## config.mk

```make
export PLATFORM = sky130hd
export DESIGN_NAME = dma_sched_top
export DESIGN_NICKNAME = d
export VERILOG_FILES = /design/src/source/sched_pkg.sv /design/src/source/block_issuer.sv /design/src/source/desc_regfile.sv /design/src/source/dma_sched_top.sv /design/src/source/slot_scheduler.sv
export SDC_FILE = /design/constraint.sdc
export NUM_CORES = 1
export LEC_CHECK = 0
export ABC_CLOCK_PERIOD_IN_PS = 5510
export BUFFER_PORTS_ARGS = -buffer_cell sky130_fd_sc_hd__buf_4
export CORE_ASPECT_RATIO = 1.1
export CORE_MARGIN = 1.5
export CORE_UTILIZATION = 31
export CTS_CLUSTER_DIAMETER = 40
export DETAILED_ROUTE_END_ITERATION = 12
export HOLD_SLACK_MARGIN = 0.03
export PLACE_DENSITY_LB_ADDON = 0.3
export SLEW_MARGIN = 30
export SYNTH_ARGS = -nofsm -noshare
export SYNTH_HDL_FRONTEND = slang
export SYNTH_SLANG_ARGS = --single-unit
```

## constraint.sdc

```tcl
create_clock -name CLK -period 5.51 [get_ports CLK]
set_input_delay 0.2755 -clock CLK [delete_from_list [all_inputs] [get_ports CLK]]
set_output_delay 0.2755 -clock CLK [all_outputs]
set_load 0.02 [all_outputs]
```

## src/source/sched_pkg.sv

```systemverilog
package sched_pkg;

  // --------------------------------------------------
  // descriptor slots
  // --------------------------------------------------

  localparam int NUM_SLOTS = 8;
  localparam int SLOT_W    = 3;   // slot index

  // --------------------------------------------------
  // peripheral channels
  // --------------------------------------------------

  localparam int NUM_CHAN = 4;
  localparam int CHAN_W   = 2;

  // --------------------------------------------------
  // lengths and addresses
  // --------------------------------------------------

  // byte length as the cpu writes it
  localparam int BYTE_LEN_W = 24;

  // stored remaining count in 32-bit words
  localparam int LEN_W = 22;

  // byte address without its two low bits
  localparam int ADDR_W = 30;

  localparam int BLK_W = 7;        // one block of up to 64 words

  // --------------------------------------------------
  // cpu word layout
  // --------------------------------------------------

  localparam int DATA_W = 64;

  localparam int F_ACTIVE  = 63;
  localparam int F_DIR     = 58;
  localparam int F_CHAN_LO = 56;  // CHAN_W bits up from here
  localparam int F_LEN_LO  = 32;  // byte length on write and word count on read
  localparam int F_ADDR_LO = 0;

endpackage

```

## src/source/block_issuer.sv

```systemverilog
`timescale 1ns/10ps

module block_issuer (
  input  logic                          CLK,
  input  logic                          RST,
  input  logic                          issue,
  input  logic [sched_pkg::ADDR_W-1:0]  iss_addr,
  input  logic [sched_pkg::BLK_W-1:0]   iss_len,
  input  logic                          iss_dir,
  input  logic [sched_pkg::CHAN_W-1:0]  iss_chan,
  output logic                          busy,
  output logic                          done,
  output logic                          blk_req,
  input  logic                          blk_ack,
  output logic [sched_pkg::ADDR_W-1:0]  blk_addr,
  output logic [sched_pkg::BLK_W-1:0]   blk_len,
  output logic                          blk_dir,
  output logic [sched_pkg::CHAN_W-1:0]  blk_chan
);

  localparam logic [1:0] S_IDLE = 2'd0;
  localparam logic [1:0] S_REQ  = 2'd1;
  localparam logic [1:0] S_REL  = 2'd2;  // mover done and waiting for ack low
  localparam logic [1:0] S_DONE = 2'd3;

  logic [1:0] state;
  logic       take;

  assign take    = (state == S_IDLE) && issue;
  assign busy    = (state != S_IDLE);
  assign done    = (state == S_DONE);
  assign blk_req = (state == S_REQ);

  // --------------------------------------------------
  // four-phase mover handshake
  // --------------------------------------------------

  always_ff @(posedge CLK)
  begin
    if (!RST)
      state <= S_IDLE;
    else
    begin
      case (state)
        S_IDLE:
          if (issue)
            state <= S_REQ;
        S_REQ:
          if (blk_ack)
            state <= S_REL;
        S_REL:
          if (!blk_ack)
            state <= S_DONE;
        S_DONE:
          state <= S_IDLE;
      endcase
    end
  end

  // fields stay put until the mover acks
  always_ff @(posedge CLK)
  begin
    if (take)
    begin
      blk_addr <= iss_addr;
      blk_len  <= iss_len;
      blk_dir  <= iss_dir;
      blk_chan <= iss_chan;
    end
  end

endmodule

```

## src/source/desc_regfile.sv

```systemverilog
`timescale 1ns/10ps

module desc_regfile (
  input  logic                           CLK,
  input  logic                           RST,
  input  logic                           cpu_req,
  input  logic                           cpu_we,
  input  logic [sched_pkg::SLOT_W-1:0]   cpu_addr,
  input  logic [sched_pkg::DATA_W-1:0]   cpu_wdata,
  output logic                           cpu_ack,
  output logic [sched_pkg::DATA_W-1:0]   cpu_rdata,
  input  logic [sched_pkg::SLOT_W-1:0]   rd_slot,
  output logic                           rd_active,
  output logic                           rd_dir,
  output logic [sched_pkg::CHAN_W-1:0]   rd_chan,
  output logic [sched_pkg::LEN_W-1:0]    rd_len,
  output logic [sched_pkg::ADDR_W-1:0]   rd_addr,
  input  logic                           wb_en,
  input  logic                           wb_active,
  input  logic [sched_pkg::SLOT_W-1:0]   wb_slot,
  input  logic [sched_pkg::LEN_W-1:0]    wb_len,
  input  logic [sched_pkg::ADDR_W-1:0]   wb_addr
);
  import sched_pkg::*;

  localparam logic [1:0] S_IDLE = 2'd0;
  localparam logic [1:0] S_CONV = 2'd1;
  localparam logic [1:0] S_DO   = 2'd2;
  localparam logic [1:0] S_ACK  = 2'd3;

  logic [1:0]            state;
  logic [NUM_SLOTS-1:0]  act_q;
  logic                  dir_mem  [NUM_SLOTS];
  logic [CHAN_W-1:0]     chan_mem [NUM_SLOTS];
  logic [LEN_W-1:0]      len_mem  [NUM_SLOTS];
  logic [ADDR_W-1:0]     addr_mem [NUM_SLOTS];

  logic [BYTE_LEN_W-1:0] byte_len;
  logic [LEN_W-1:0]      word_cnt;
  logic [DATA_W-1:0]     rd_word;
  logic                  cnv_active;
  logic                  cnv_dir;
  logic [CHAN_W-1:0]     cnv_chan;
  logic [LEN_W-1:0]      cnv_len;
  logic [ADDR_W-1:0]     cnv_addr;
  logic                  cpu_wr;
  logic                  cpu_rd;

  assign byte_len = cpu_wdata[F_LEN_LO +: BYTE_LEN_W];
  assign word_cnt = LEN_W'(byte_len >> 2) + LEN_W'(byte_len[1:0] != 2'b00);  // round up

  // scheduler writeback wins and the cpu write retries next cycle
  assign cpu_wr  = (state == S_DO) && cpu_we && !wb_en;
  assign cpu_rd  = (state == S_DO) && !cpu_we;
  assign cpu_ack = (state == S_ACK);

  always_comb
  begin
    rd_word                       = '0;
    rd_word[F_ACTIVE]             = act_q[cpu_addr];
    rd_word[F_DIR]                = dir_mem[cpu_addr];
    rd_word[F_CHAN_LO +: CHAN_W]  = chan_mem[cpu_addr];
    rd_word[F_LEN_LO +: LEN_W]    = len_mem[cpu_addr];
    rd_word[F_ADDR_LO +: ADDR_W]  = addr_mem[cpu_addr];
  end

  // --------------------------------------------------
  // cpu handshake and active flags
  // --------------------------------------------------

  always_ff @(posedge CLK)
  begin
    if (!RST)
    begin
      state     <= S_IDLE;
      act_q     <= '0;
      rd_active <= 1'b0;
    end
    else
    begin
      if (wb_en)
        act_q[wb_slot] <= wb_active;
      else if (cpu_wr)
        act_q[cpu_addr] <= cnv_active;
      rd_active <= act_q[rd_slot];

      case (state)
        S_IDLE:
          if (cpu_req)
            state <= S_CONV;
        S_CONV:
          state <= S_DO;
        S_DO:
          if (cpu_wr || cpu_rd)
            state <= S_ACK;
        S_ACK:
          if (!cpu_req)
            state <= S_IDLE;
      endcase
    end
  end

  // --------------------------------------------------
  // descriptor fields and read ports
  // --------------------------------------------------

  always_ff @(posedge CLK)
  begin
    if (wb_en)
    begin
      len_mem[wb_slot]  <= wb_len;
      addr_mem[wb_slot] <= wb_addr;
    end
    else if (cpu_wr)
    begin
      dir_mem[cpu_addr]  <= cnv_dir;
      chan_mem[cpu_addr] <= cnv_chan;
      len_mem[cpu_addr]  <= cnv_len;
      addr_mem[cpu_addr] <= cnv_addr;
    end

    if (state == S_CONV)
    begin
      cnv_active <= cpu_wdata[F_ACTIVE] && (word_cnt != '0);  // empty stays off
      cnv_dir    <= cpu_wdata[F_DIR];
      cnv_chan   <= cpu_wdata[F_CHAN_LO +: CHAN_W];
      cnv_len    <= word_cnt;
      cnv_addr   <= cpu_wdata[F_ADDR_LO + 2 +: ADDR_W];
    end

    if (cpu_rd)
      cpu_rdata <= rd_word;

    rd_dir  <= dir_mem[rd_slot];
    rd_chan <= chan_mem[rd_slot];
    rd_len  <= len_mem[rd_slot];
    rd_addr <= addr_mem[rd_slot];
  end

endmodule

```

## src/source/dma_sched_top.sv

```systemverilog
`timescale 1ns/10ps

module dma_sched_top #(
  parameter int MAX_BLOCK  = 64,
  parameter int PAGE_WORDS = 4096
) (
  input  logic                            CLK,
  input  logic                            RST,
  input  logic                            cpu_req,
  input  logic                            cpu_we,
  input  logic [sched_pkg::SLOT_W-1:0]    cpu_addr,
  input  logic [sched_pkg::DATA_W-1:0]    cpu_wdata,
  output logic                            cpu_ack,
  output logic [sched_pkg::DATA_W-1:0]    cpu_rdata,
  input  logic [sched_pkg::NUM_CHAN-1:0]  chan_ready,
  output logic                            blk_req,
  input  logic                            blk_ack,
  output logic [sched_pkg::ADDR_W-1:0]    blk_addr,
  output logic [sched_pkg::BLK_W-1:0]     blk_len,
  output logic                            blk_dir,
  output logic [sched_pkg::CHAN_W-1:0]    blk_chan,
  output logic                            irq,
  output logic [sched_pkg::SLOT_W-1:0]    irq_slot
);
  import sched_pkg::*;

  // scheduler read port
  logic [SLOT_W-1:0]  rd_slot;
  logic               rd_active;
  logic               rd_dir;
  logic [CHAN_W-1:0]  rd_chan;
  logic [LEN_W-1:0]   rd_len;
  logic [ADDR_W-1:0]  rd_addr;

  // writeback
  logic               wb_en;
  logic               wb_active;
  logic [SLOT_W-1:0]  wb_slot;
  logic [LEN_W-1:0]   wb_len;
  logic [ADDR_W-1:0]  wb_addr;

  // scheduler to issuer
  logic               issue;
  logic [ADDR_W-1:0]  iss_addr;
  logic [BLK_W-1:0]   iss_len;
  logic               iss_dir;
  logic [CHAN_W-1:0]  iss_chan;
  logic               busy;
  logic               done;

  desc_regfile regs0 (
    .CLK(CLK), .RST(RST),
    .cpu_req(cpu_req), .cpu_we(cpu_we), .cpu_addr(cpu_addr), .cpu_wdata(cpu_wdata),
    .cpu_ack(cpu_ack), .cpu_rdata(cpu_rdata),
    .rd_slot(rd_slot), .rd_active(rd_active), .rd_dir(rd_dir),
    .rd_chan(rd_chan), .rd_len(rd_len), .rd_addr(rd_addr),
    .wb_en(wb_en), .wb_active(wb_active), .wb_slot(wb_slot),
    .wb_len(wb_len), .wb_addr(wb_addr)
  );

  slot_scheduler #(.MAX_BLOCK(MAX_BLOCK), .PAGE_WORDS(PAGE_WORDS)) sched0 (
    .CLK(CLK), .RST(RST),
    .rd_slot(rd_slot), .rd_active(rd_active), .rd_dir(rd_dir),
    .rd_chan(rd_chan), .rd_len(rd_len), .rd_addr(rd_addr),
    .wb_en(wb_en), .wb_slot(wb_slot), .wb_len(wb_len),
    .wb_addr(wb_addr), .wb_active(wb_active),
    .chan_ready(chan_ready),
    .issue(issue), .iss_addr(iss_addr), .iss_len(iss_len),
    .iss_dir(iss_dir), .iss_chan(iss_chan),
    .busy(busy), .done(done),
    .irq(irq), .irq_slot(irq_slot)
  );

  block_issuer issuer0 (
    .CLK(CLK), .RST(RST),
    .issue(issue), .iss_addr(iss_addr), .iss_len(iss_len),
    .iss_dir(iss_dir), .iss_chan(iss_chan),
    .busy(busy), .done(done),
    .blk_req(blk_req), .blk_ack(blk_ack),
    .blk_addr(blk_addr), .blk_len(blk_len), .blk_dir(blk_dir), .blk_chan(blk_chan)
  );

endmodule

```

## src/source/slot_scheduler.sv

```systemverilog
`timescale 1ns/10ps

module slot_scheduler #(
  parameter int MAX_BLOCK  = 64,
  parameter int PAGE_WORDS = 4096
) (
  input  logic                            CLK,
  input  logic                            RST,
  output logic [sched_pkg::SLOT_W-1:0]    rd_slot,
  input  logic                            rd_active,
  input  logic                            rd_dir,
  input  logic [sched_pkg::CHAN_W-1:0]    rd_chan,
  input  logic [sched_pkg::LEN_W-1:0]     rd_len,
  input  logic [sched_pkg::ADDR_W-1:0]    rd_addr,
  output logic                            wb_en,
  output logic [sched_pkg::SLOT_W-1:0]    wb_slot,
  output logic [sched_pkg::LEN_W-1:0]     wb_len,
  output logic [sched_pkg::ADDR_W-1:0]    wb_addr,
  output logic                            wb_active,
  input  logic [sched_pkg::NUM_CHAN-1:0]  chan_ready,
  output logic                            issue,
  output logic [sched_pkg::ADDR_W-1:0]    iss_addr,
  output logic [sched_pkg::BLK_W-1:0]     iss_len,
  output logic                            iss_dir,
  output logic [sched_pkg::CHAN_W-1:0]    iss_chan,
  input  logic                            busy,
  input  logic                            done,
  output logic                            irq,
  output logic [sched_pkg::SLOT_W-1:0]    irq_slot
);
  import sched_pkg::*;

  localparam logic S_SCAN = 1'b0;
  localparam logic S_WAIT = 1'b1;

  logic                 state;
  logic [SLOT_W-1:0]    ptr;
  logic [SLOT_W-1:0]    cur_slot;     // slot whose fields sit on rd_*
  logic                 rd_vld;
  logic [NUM_CHAN-1:0]  chan_rdy_q;

  logic [SLOT_W-1:0]    hold_slot;
  logic [LEN_W-1:0]     hold_len;
  logic [ADDR_W-1:0]    hold_addr;
  logic [BLK_W-1:0]     hold_blk;

  logic [LEN_W-1:0]     page_off;
  logic [LEN_W-1:0]     to_page;
  logic [LEN_W-1:0]     cut_a;
  logic [LEN_W-1:0]     cut;
  logic [LEN_W-1:0]     rem_len;
  logic [ADDR_W-1:0]    next_addr;
  logic                 finish;

  function automatic logic [SLOT_W-1:0] next_slot(input logic [SLOT_W-1:0] s);
    if (s == SLOT_W'(NUM_SLOTS - 1))
      return '0;
    return s + 1'b1;
  endfunction

  assign rd_slot = ptr;

  // --------------------------------------------------
  // block cut
  // --------------------------------------------------

  // words left up to the next page boundary
  assign page_off = LEN_W'(rd_addr) & LEN_W'(PAGE_WORDS - 1);
  assign to_page  = LEN_W'(PAGE_WORDS) - page_off;

  assign cut_a = (rd_len < to_page) ? rd_len : to_page;
  assign cut   = (cut_a < LEN_W'(MAX_BLOCK)) ? cut_a : LEN_W'(MAX_BLOCK);

  assign issue = (state == S_SCAN) && rd_vld && rd_active && chan_rdy_q[rd_chan] && !busy;

  assign iss_addr = rd_addr;
  assign iss_len  = BLK_W'(cut);
  assign iss_dir  = rd_dir;
  assign iss_chan = rd_chan;

  // writeback values for the block in flight
  assign rem_len   = hold_len - LEN_W'(hold_blk);
  assign next_addr = hold_addr + ADDR_W'(hold_blk);
  assign finish    = (state == S_WAIT) && done;

  // --------------------------------------------------
  // ring and in-flight control
  // --------------------------------------------------

  always_ff @(posedge CLK)
  begin
    if (!RST)
    begin
      state      <= S_SCAN;
      ptr        <= '0;
      cur_slot   <= '0;
      rd_vld     <= 1'b0;
      chan_rdy_q <= '0;
      wb_en      <= 1'b0;
      irq        <= 1'b0;
    end
    else
    begin
      chan_rdy_q <= chan_ready;  // one flop on the way in
      wb_en      <= finish;
      irq        <= finish && (rem_len == '0);

      case (state)
        S_SCAN:
        begin
          if (issue)
          begin
            state  <= S_WAIT;
            rd_vld <= 1'b0;
          end
          else
          begin
            ptr      <= next_slot(ptr);
            cur_slot <= ptr;
            rd_vld   <= 1'b1;
          end
        end
        S_WAIT:
        begin
          if (done)
          begin
            state <= S_SCAN;
            ptr   <= next_slot(hold_slot);  // resume past this slot
          end
        end
      endcase
    end
  end

  always_ff @(posedge CLK)
  begin
    if (issue)
    begin
      hold_slot <= cur_slot;
      hold_len  <= rd_len;
      hold_addr <= rd_addr;
      hold_blk  <= BLK_W'(cut);
    end

    if (finish)
    begin
      wb_slot   <= hold_slot;
      wb_len    <= rem_len;
      wb_addr   <= next_addr;
      wb_active <= (rem_len != '0);  // last block clears the slot
      irq_slot  <= hold_slot;
    end
  end

endmodule

```

==> results.txt <==
----------------------------------------------------
[Routing]
  Mean routed wirelength per cell ... 24.63 µm
  DR vias/cell ... 5.299
  Drt initial violations ... 1739
  TritonRoute pass-1 iters ... 5
  Antenna-violating nets left ... 0
  Number of vias after detailed routing ... 19749
  Total DRC errors in the routed layout ... 0
  Total routed wirelength ... 91.79 mm

[Worst setup path]
  Crit-path max cell delay ... 0.52 ns
  Nature of the critical path endpoint ... register
  Most repeated library cell on the critical path ... sky130_fd_sc_hd__or4_1
  Max Fanout on Critical Path ... 3
  Crit-path slowest cell ... sky130_fd_sc_hd__or4_1
  Worst R2R Setup Slack ... 1.74 ns
  Data arrival, critical path ... 4.18 ns
  Launching element type of the critical path ... register
  WP data required ... 5.91 ns
  Category of the critical setup timing path ... reg -> reg
  Critical path cell sequence ... ha_1 > fa_1 > nor2b_1 > o21ai_2 > xnor2_1 > or4_1 > or4_1 > or4_1 > or4_1

[Timing]
  Number of pins exceeding their max-slew limit in the final report ... 0
  Final cycle utilization of the critical path ... 68.48%
  Transition time at the pin with the least slew margin ... 0.9242 ns
  Fin. Hold Viols ... 0
  Unrepaired setup endpoints after global routing ... false
  Worst setup margin ... 1.737 ns
  FMAX ... 265.0 MHz
  Slew headroom ... 38.39%
  Total negative setup slack ... 0 ns
  Final Skew ... 0.03400 ns
  Post-layout min period ... 3.773 ns
  Setup violations, final ... 0

[Global route]
  Largest net degree at the start of global routing ... 65
  First-pass GRT wire length ... 134.7 mm
  Initial antenna violation count ... 1
  Overall overflow remaining after global route ... 0
  Via count of the first global-routing pass ... 20975
  Global routing usage summed across all routing layers ... 17.48%

[Clocking]
  TritonCTS clock tree ... yes
  Clock-pin transition on the worst setup and hold timing paths ... 0.06 ns
  Root buf cell ... sky130_fd_sc_hd__clkbuf_16
  Clk Latency, worst-skew pair ... 0.67 ns
  Buffer count from post-CTS setup fixing ... 0
  Sink count of the clock tree ... 755
  Number of buffers created by CTS ... 101
  Clock buffer depth ... 3
  Max H-tree Level ... 3

[Yosys]
  Post-Synthesis Cell Area ... 0.03163 mm²
  Count of mapped cells out of synthesis ... 1996
  Async set or reset register ratio after synthesis ... 0%
  Count of state elements after synthesis ... 755
  Primary flip-flop cell chosen by synthesis mapping ... sky130_fd_sc_hd__edfxtp_1
  Number of distinct library cells after synthesis ... 60
  Number of warnings reported in the yosys synthesis log ... 0
  Post-synth EDFFs ... 673
  Avg Inst Size Synth ... 15.85 µm²
  Seq/Total Area, Yosys ... 69.08%

[Floorplanning]
  DIE WIDTH ... 307.6 µm
  Cell row count ... 122
  Height of the die ... 338.0 µm
  Total I/O pin count ... 186
  Area of the core region ... 0.1009 mm²
  Starting utilization of the core area ... 31.35%
  Area enclosed by the die boundary ... 0.1040 mm²

[Place]
  Placer's final routability congestion estimate ... 0.8619
  DP Wirelength ... 57.31 mm
  Dpl ws ... 1.733 ns
  Port Buffer Count ... 171

[Finish]
  Post-layout nets ... 2397
  Fillcell total ... 9181
  Inserted Diodes ... 0
  Area added between synthesis and finish ... 23.81%
  Multi-input logic area ... 0.009380 mm²
  Layout cells sized above 1 ... 24.93%
  Footprint of the flip-flops and latches ... 0.02186 mm²

[Pwr]
  Leakage power total ... 13.17 nW
  Power density of the placed cells ... 389.0 mW/mm²
  Peak ir drop on the vdd network ... 0.2188 mV

[Run]
  Max-cap violation count ... 0

[Run status]
  Status ... completed

[Worst hold path]
  Class of the tightest hold or removal check ... in -> reg

----------------------------------------------------
worst max-delay path: cells and delay by family, from the launching register on:
kind | cells | cell delay (ns)
and+or+nand+nor | 5 | 2.17
adders and majority gates | 2 | 0.66
DFF | 1 | 0.45
xor gates and xnor gates | 1 | 0.15
AOI/OAI and AO/OA | 1 | 0.09
metal layers:
metal / part of all wire (%) / wire length, µm / global-route usage, %
met3: 6.2 / 5694 / 2.801
met5: 0.0098 / 9 / 0
met4: 3.2 / 2927 / 7.012
met2: 51 / 47070 / 31.04
met1: 39 / 36090 / 21.15
path summary, 6_finish.rpt:
check / startpoint / to / cells after the start
setup / recovery: issuer0.blk_len[0]$_DFFE_PP_ / sched0.wb_active$_DFFE_PP_ / 9
hold / removal: cpu_wdata[32] / regs0.cnv_len[0]$_DFFE_PN_ / 3
setup reg to reg: issuer0.blk_len[0]$_DFFE_PP_ / sched0.wb_active$_DFFE_PP_ / 9
hold reg to reg: regs0.rd_addr[13]$_DFF_P_ / issuer0.blk_addr[13]$_DFFE_PP_ / 0
cell families after synthesis:
family	count (synthesis)	synth area share, %
adders and majority gates	46	1.867
xor gates and xnor gates	76	2.128
DFF	755	69.08
and+or+nand+nor	481	7.373
AOI/OAI and AO/OA	319	7.472
buffers and inverters	141	1.768
other	1	0.01186
muxes	177	10.30
area by class of cell:
cell class	count	area share, %
tap	1364	4.358
timing repair buffer	282	6.550
multi-input combinational	1107	23.95
clock inverter	63	2.048
inverter	28	0.2684
clock buffer	128	7.000
sequential	755	55.82
metrics by stage:
step	hold slack, ns	util (%)	area, µm²	power [mW]	instances
final	0.06537	38.81	39160	15.23	3727
after global placement	0.3859	34.37	34670	8.471	3457
after detailed placement	0.3896	34.50	34810	8.533	3462
after global routing	0.06755	38.81	39160	15.74	3727
after floorplan	0.3744	-	31660	7.866	2003
after CTS	0.03827	38.71	39060	15.37	3723
repair_timing:
item                                    in CTS  in global routing
hold buffers                                70                  0
endpoints found under the setup margin       0                  0
hold endpoints to repair                    65                  0
gates resized for setup                      0                  0
state kept, by name, indices dropped and copies added, names as in the netlist, 6 cells and up:
register,count
sched0.hold_len,22
sched0.wb_len,22
regs0.cnv_len,22
regs0.dir_mem,8
regs0.chan_mem,16
regs0.cnv_addr,30
regs0.act_q,8
regs0.addr_mem,240
regs0.cpu_rdata,56
issuer0.blk_addr,22
sched0.wb_addr,30
regs0.len_mem,176
issuer0.blk_len,6
regs0.rd_addr,30
regs0.rd_len,22
sched0.hold_addr,8
power breakdown:
group | internal (mW) | leakage, nW | switching (mW)
Combinational | 0.569 | 4.69 | 0.931
Clock | 4.19 | 1.71 | 2.59
Sequential | 6.73 | 6.77 | 0.224
Yosys cell counts, drive strengths merged (7+ instances only):
library cell	number	share of area, %
nand4	69	1.4
nor4	10	0.20
xnor2	53	1.5
or4	9	0.22
edfxtp	673	64
inv	27	0.32
dfxtp	82	5.2
ha	44	1.7
or2	9	0.18
mux4	113	8.0
clkbuf	83	0.98
xor2	23	0.66
and2	10	0.20
nand2	187	2.2
a22oi	226	5.4
a21oi	22	0.35
nor2	72	0.86
mux2i	7	0.22
and3	20	0.40
nand3	33	0.52
o21ai	12	0.20
buf	30	0.45
mux2	57	2.0
a211oi	9	0.21
nor2b	10	0.20
nand2b	13	0.26
nor3	22	0.35
a21o	9	0.21
placed cells by master (no fill, tap or decap), types with 60 or more instances in the layout:
cell type / count
sky130_fd_sc_hd__edfxtp_1: 673
sky130_fd_sc_hd__clkbuf_16: 103
sky130_fd_sc_hd__dfxtp_1: 79
sky130_fd_sc_hd__dlygate4sd3_1: 70
sky130_fd_sc_hd__a22oi_1: 226
sky130_fd_sc_hd__nand2_1: 187
sky130_fd_sc_hd__buf_4: 195
sky130_fd_sc_hd__mux4_2: 113
sky130_fd_sc_hd__nor2_1: 60
sky130_fd_sc_hd__nand4_1: 69
Note: power is estimated with default switching activity, not from simulation.
